File: config.mk
export PLATFORM = sky130hd
export DESIGN_NAME = wbBridge
export DESIGN_NICKNAME = d
export VERILOG_FILES = /design/src/memorySystem_config.svh /design/src/memPkg.sv /design/src/wbPkg.sv /design/src/wbBridge.sv
export SDC_FILE = /design/constraint.sdc
export NUM_CORES = 1
export LEC_CHECK = 0
export BUFFER_PORTS_ARGS = -buffer_cell sky130_fd_sc_hd__buf_2
export CAP_MARGIN = 20
export CORE_MARGIN = 2
export CORE_UTILIZATION = 30
export DETAILED_ROUTE_END_ITERATION = 10
export PLACE_DENSITY = 0.58
export REMOVE_ABC_BUFFERS = 1
export SYNTH_ARGS = -nofsm -noshare
export SYNTH_HDL_FRONTEND = slang
export SYNTH_SLANG_ARGS = --single-unit
File: constraint.sdc
create_clock -name clk -period 8.5 [get_ports clk]
set_input_delay 0.85 -clock clk [delete_from_list [all_inputs] [get_ports clk]]
set_output_delay 0.85 -clock clk [all_outputs]
set_load 0.02 [all_outputs]
File: src/memorySystem_config.svh
`ifndef MEMORY_SYSTEM_CONFIG_SVH
`define MEMORY_SYSTEM_CONFIG_SVH

// --------------------------------------------------
// memory depths
// --------------------------------------------------

// depth of the tightly-coupled local memory in 32-bit words.
`define MEM_LOCAL_WORDS 1024

// depth of the RAM behind the Wishbone bus in 32-bit words.
`define WB_RAM_WORDS 256

// cycles with stb high before the bus RAM raises ack.
`define WB_WAIT_STATES 2

`endif

File: src/memPkg.sv
`default_nettype none

package memPkg;

	typedef logic [31:0] address_t;
	typedef logic [31:0] data_t;
	typedef logic [3:0] byteSelect_t;
	typedef logic [23:0] localAddress_t;

	// fetches are always full-word reads, so no byte select or write data.
	typedef struct packed {
		address_t address;
		logic enable;
	} instrRequest_t;

	typedef struct packed {
		address_t address;
		byteSelect_t byteSelect;
		logic enable;
		logic writeEnable;
		data_t writeData;
	} dataRequest_t;

	typedef struct packed {
		data_t readData;
		logic busy;
	} coreResponse_t;

	typedef struct packed {
		logic [27:0] offset; // local memory only looks at the low 24 bits.
		byteSelect_t byteSelect;
		logic enable;
		logic writeEnable;
		data_t writeData;
	} targetRequest_t;

	typedef enum logic [1:0] {sourceNone, sourceInstruction, sourceData} source_t;

endpackage

`default_nettype wire

File: src/wbPkg.sv
`default_nettype none

package wbPkg;

	typedef logic [27:0] wbAddress_t;

	// signals driven by the bus master.
	typedef struct packed {
		wbAddress_t adr;
		memPkg::data_t datW;
		memPkg::byteSelect_t sel;
		logic we;
		logic cyc;
		logic stb;
	} wbMaster_t;

	// signals driven by the bus slave.
	typedef struct packed {
		memPkg::data_t datR;
		logic ack;
	} wbSlave_t;

	typedef enum logic [1:0] {bridgeIdle, bridgeWait, bridgeDone} bridgeState_t;

endpackage

`default_nettype wire

File: src/wbBridge.sv
`timescale 1ns/10ps
`default_nettype none

module wbBridge (
	input wire logic clk,
	input wire logic rst,
	input wire memPkg::targetRequest_t request,
	input wire wbPkg::wbSlave_t slave,
	output memPkg::coreResponse_t response,
	output wbPkg::wbMaster_t master
);

	wbPkg::bridgeState_t state;
	logic cycle; // classic single cycles raise and drop cyc and stb together.
	wbPkg::wbAddress_t adr;
	memPkg::data_t datW;
	memPkg::byteSelect_t sel;
	logic we;
	memPkg::data_t readData;

	// --------------------------------------------------
	// cycle control
	// --------------------------------------------------

	always_ff @(posedge clk) begin
		if (rst) begin
			state <= wbPkg::bridgeIdle;
			cycle <= 1'b0;
		end else begin
			case (state)
				wbPkg::bridgeIdle: begin
					if (request.enable) begin
						state <= wbPkg::bridgeWait;
						cycle <= 1'b1;
					end
				end
				wbPkg::bridgeWait: begin
					if (slave.ack) begin
						state <= wbPkg::bridgeDone;
						cycle <= 1'b0;
					end
				end
				default: state <= wbPkg::bridgeIdle; // done lasts a single cycle.
			endcase
		end
	end

	// request fields are frozen for the whole bus cycle.
	always_ff @(posedge clk) begin
		if (state == wbPkg::bridgeIdle && request.enable) begin
			adr <= request.offset;
			datW <= request.writeData;
			sel <= request.byteSelect;
			we <= request.writeEnable;
		end
		if (state == wbPkg::bridgeWait && slave.ack) begin
			readData <= slave.datR;
		end
	end

	assign master = '{adr: adr, datW: datW, sel: sel, we: we, cyc: cycle, stb: cycle};
	assign response = '{readData: readData, busy: (state != wbPkg::bridgeDone)};

	// a strobe stays up inside its cycle with the same address until the slave acknowledges.
	stbHeldToAck: assert property (@(posedge clk) disable iff (rst)
		(master.stb && !slave.ack) |=> (master.cyc && master.stb && $stable(master.adr)));

endmodule

`default_nettype wire

==> metrics.csv, run 1 <==
metric,value,unit
swShare,0.2372,
route.detailed.drc,0,
drive_gt1_frac,0.6687,
netlist_area,3084,um2
hold_depth,2,
drt_first_pass_iters,4,
dieArea,11110,um2
finalCritPeriodShare,0.2375,
die_x,105.4,um
fmax,495.4,MHz
ff2ff_path_depth,2,
ir_worst_vdd,0.07376,mV
initial_core_util,0.3042,
setup-violations-final,0,
synth_cells,115,
vias,1863,
cts_root_buffer,clkbuf_8,
yosys_warnings,0,
finalInstanceArea,4454,um2
placedInstanceArea,4245,um2
regArea,2973,um2
power_density,220.2,nW/um2
htreeDepth,3,
slew_viol_final,0,
antenna_found_initial,0,
drv_cap,0,
grt_pass1_vias,1819,
tritoncts,yes,
cpPeakStageDelay,420,ps
relSlewSlack,0.4800,
portBuffers,200,
clk-insertion-delay-late,360,ps
num_antenna_cells,0,
io_pins,201,
combPwrFrac,0.098,
wl_per_cell,14.50,um
fp.dieH,105.4,um
worst-r2r-setup-slack,6920,ps
synth.avg_cell_area,26.82,um2
p_seq_frac,0.591,
clockPowerShare,0.312,
crit_slowest_cell,dfxtp_1,
cp_num_buf_inv,1,
via_per_inst,4.006,
fillers,911,
cts_hold_buf,0,
critPathArrivalTime,1170,ps
r2r-end,adr[24]$_DFFE_PP_,
cp_top_family,flip-flops,
rows,37,
final_nets,425,
rsz0062_at_grt,false,
critPathMaxFanout,5,
drtAntennaViolNets,0,
dr.first_iter.drc_count,93,
multi_input_area,86.33,um2
hp-class,reg2reg,
worst_pin_slew,780.1,ps
crit_path_end_kind,output port,
crit_type,reg2out,
core-area,10140,um2
p_int,0.0007481,W
cts_buffer_depth,2,
grt_pass1_wl,9.798,mm
timing.rr.start,state[1]$_SDFFE_PP0P_,
gr-usage-all-layers,0.1225,
worstHoldStart,cycle$_SDFFE_PP0P_,
crit_chain,or2b_1 > buf_2,
routed_wl,6.744,mm
required,7650,ps
syn2layout_area_growth,44.42,%
synthDistinctLibCells,14,
cts_resized,0,
p_leak,1.870,nW
overflow,0,
gp_congestion,0.7056,
fin_setup_tns,0,ps
status,finished clean,
post-cts-setup-buffers,0,
synth_seq_area_share,0.9639,
period_needed,2019,ps
dp_hpwl,5.235,mm
synth-seq-cells,100,
p_sw,0.0002326,W
fin_worst_skew,5.928,ps
cts.sink_count,100,
finalHoldViolCount,0,
min_to,cycle$_SDFFE_PP0P_,
clk_pin_slew,90,ps
cts_made_buffers,9,
grt_max_degree,66,
worst_setup_path_start_kind,flop,
[final cells by class]
type                    count  share of cell area
flip-flops and latches    100              0.6674
repair buffers            201              0.2264
well taps                 136             0.03820
clock buffers               9             0.02781
multi-input cells          10             0.01938
clock inverters             7             0.01910
inverters                   2            0.001685
[sequential cells by signal (all words and copies together) (netlist names)]
name,flops
sel,4
state,2
we,1
readData,32
adr,28
cycle,1
datW,32
[worst min-delay path, cell delays in order (launching register included)]
cell and delay (ps):
dfxtp_1 340, nand2b_1 70, o32ai_1 80
[worst max-delay path by stage]
stage | from | to | slack, ps | cells past startpoint
6_report | state[1]$_SDFFE_PP0P_ | response[0] | 6480 | 2
5_1_grt | state[1]$_SDFFE_PP0P_ | response[0] | 6410 | 2
4_1_cts | state[1]$_SDFFE_PP0P_ | response[0] | 6450 | 2
3_5_place_dp | request[33] | datW[12]$_DFFE_PP_ | 6340 | 3
3_3_place_gp | request[33] | adr[0]$_DFFE_PP_ | 6370 | 3
2_1_floorplan | request[33] | adr[0]$_DFFE_PP_ | 2370 | 1
[metal layers]
layer  track usage  part of all wire
met2        0.2014              0.49
met4       0.07143             0.022
met1        0.1352              0.38
met5             0                 0
met3       0.04638              0.11
[cells in the final DEF (no fill, tap or decap)]
cell type  count
dfxtp_1        3
clkbuf_8       9
nor2b_2        1
or2b_1         1
and2_4         1
inv_1          2
clkinv_8       1
nor2b_4        1
bufinv_16      1
clkinv_1       1
clkinv_4       2
nand2b_1       1
inv_6          2
nor3_1         1
a21oi_1        1
buf_2        200
edfxtp_1      97
buf_4          1
o32ai_1        1
nor3b_2        1
mux2i_1        1
[synth_stat cells (all sizes together)]
master  instances  area [um2]
a21oi           1       5.000
and2            1       8.760
buf             3       22.52
dfxtp           3       60.06
edfxtp         97        2913
inv             2       7.510
mux2i           1       10.01
nand2b          1       6.260
nor2b           2       22.52
nor3            1       5.000
nor3b           1       7.510
o32ai           1       8.760
or2b            1       7.510
[stage by stage]
stage                     worst slack, ps  utilization  hold slack (ps)  total power (W)  cells
final                                6481       0.4393            535.4        0.0009807    465
after floorplan                      2367            -            474.3        0.0006399    112
after global routing                 6409       0.4393            576.4         0.001021    465
after CTS                            6446       0.4393            542.2        0.0009957    465
after global placement               6373       0.4187            516.2        0.0006870    449
after detailed placement             6337       0.4187            524.4        0.0006881    449
[power by group through the flow]
stage               Combinational (W)  Clock, W  Sequential (W)
finish                      0.0000956  0.000306        0.000579
detailed placement          0.0000968         0        0.000591
floorplan                   0.0000117         0        0.000628
global route                 0.000103  0.000336        0.000582
global placement            0.0000965         0        0.000591
CTS                         0.0000970  0.000319        0.000580
[cell families after synthesis]
logic type             Yosys count  share of synthesized area
flip-flops                     100                     0.9639
AND/OR/NAND/NOR                  7                    0.01866
buffers and inverters            5                   0.009737
AO/OA/AOI/OAI                    2                   0.004461
multiplexers                     1                   0.003246
Note: power is estimated with default switching activity, not from simulation.
==> inputs of run 2 (changes only) <==
clock period = 1.9 ns   (was 8.5 ns; I/O delays follow)
==> metrics.csv, run 2 (synthesized netlist as in run 1, its figures left out) <==
metric,value,unit
status,finished clean,
rsz0062_at_grt,false,
die_x,105.4,um
portBuffers,200,
dr.first_iter.drc_count,89,
setup-violations-final,0,
crit_type,reg2out,
fin_cells,561,
crit_chain,or2b_1 > buf_2,
p_leak,2.265,nW
final_cell_mix,"buf_2, edfxtp_1, dlygate4sd3_1",
grt_pass1_wl,11.92,mm
period_needed,1361,ps
finalHoldViolCount,0,
cts_root_buffer,clkbuf_8,
post-cts-setup-buffers,0,
finalCritPeriodShare,0.7162,
fillers,796,
cpPeakStageDelay,420,ps
crit_path_end_kind,output port,
cts_buffer_depth,2,
via_per_inst,3.973,
worst_setup_path_start_kind,flop,
num_antenna_cells,0,
io_pins,201,
vias,2229,
tritoncts,yes,
final_nets,521,
antenna_found_initial,0,
fmax,734.8,MHz
slew_viol_final,0,
placed_cells,449,
initial_core_util,0.3042,
worst_pin_slew,426.5,ps
core-area,10140,um2
grt_max_degree,66,
critPathMaxFanout,5,
crit_slowest_cell,dfxtp_1,
drv_cap,0,
hold_ws,28.04,ps
route.detailed.drc,0,
hp-class,in2reg,
clk-insertion-delay-late,360,ps
gr-usage-all-layers,0.1460,
p_total,0.004466,W
power_density,825.6,nW/um2
routed_wl,8.135,mm
gp_congestion,0.7151,
drtAntennaViolNets,0,
top_regs,"datW (32), readData (32), adr (28)",
clk_pin_slew,100,ps
overflow,0,
cts.sink_count,100,
drt_first_pass_iters,4,
ir_worst_vdd,0.3659,mV
relSlewSlack,0.7157,
wl_per_cell,14.50,um
critPathArrivalTime,1170,ps
dieArea,11110,um2
cts_made_buffers,9,
grt_pass1_vias,2253,
required,1710,ps
fin_worst_skew,7.084,ps
fp.dieH,105.4,um
layout_commonest_cell,buf_2,
htreeDepth,3,
syn2layout_area_growth,75.42,%
rows,37,
drive_gt1_frac,0.5200,
run 2: repair_timing:
action | in CTS | in global routing
hold buffers | 95 | 1
hold endpoints to repair | 95 | 1
gates resized for setup | 0 | 0
run 2: per-stage QoR:
stage               instance area, um2  TNS [ps]  setup WS (ps)  utilization
floorplan                         3062   -245910          -3783            -
global placement                  4258         0          615.6       0.4200
detailed placement                4258         0          604.2       0.4200
CTS                               5400         0          512.0       0.5326
global route                      5410         0          471.7       0.5336
finish                            5410         0          539.1       0.5336
run 2: metal layers:
metal | part of all wire | global-route usage
met1 | 0.39 | 0.1597
met2 | 0.51 | 0.2562
met3 | 0.085 | 0.04020
met4 | 0.020 | 0.07810
met5 | 0 | 0
run 2: cell type report:
type                       count  area, um2  share of cell area
sequential                   100       2973              0.5495
clock buffer                   9      123.9             0.02290
multi-input combinational     10      86.33             0.01596
clock inverter                 7      67.56             0.01249
tap                          136      170.2             0.03145
inverter                       2      7.507            0.001388
timing repair buffer         297       1982              0.3663
run 2: final timing paths:
| path | startpoint | to | slack (ps) | cells past startpoint |
|---|---|---|---|---|
| max | state[1]$_SDFFE_PP0P_ | response[0] | 540 | 2 |
| min | request[9] | datW[9]$_DFFE_PP_ | 30 | 1 |
| max reg2reg | state[1]$_SDFFE_PP0P_ | datW[1]$_DFFE_PP_ | 590 | 2 |
| min reg2reg | cycle$_SDFFE_PP0P_ | cycle$_SDFFE_PP0P_ | 530 | 2 |
run 2: critical path, delay by kind of cell (launching register included):
kind | cells | cell delay, ps
buffers and inverters | 1 | 150
flip-flops | 1 | 420
AND/OR/NAND/NOR | 1 | 240
run 2: power breakdown:
group / switching (W) / total (W) / internal [W]
sequential: 0.0000333 / 0.00259 / 0.00256
combinational: 0.000307 / 0.000596 / 0.000289
clock: 0.000766 / 0.00128 / 0.000510
total: 0.00111 / 0.00447 / 0.00336
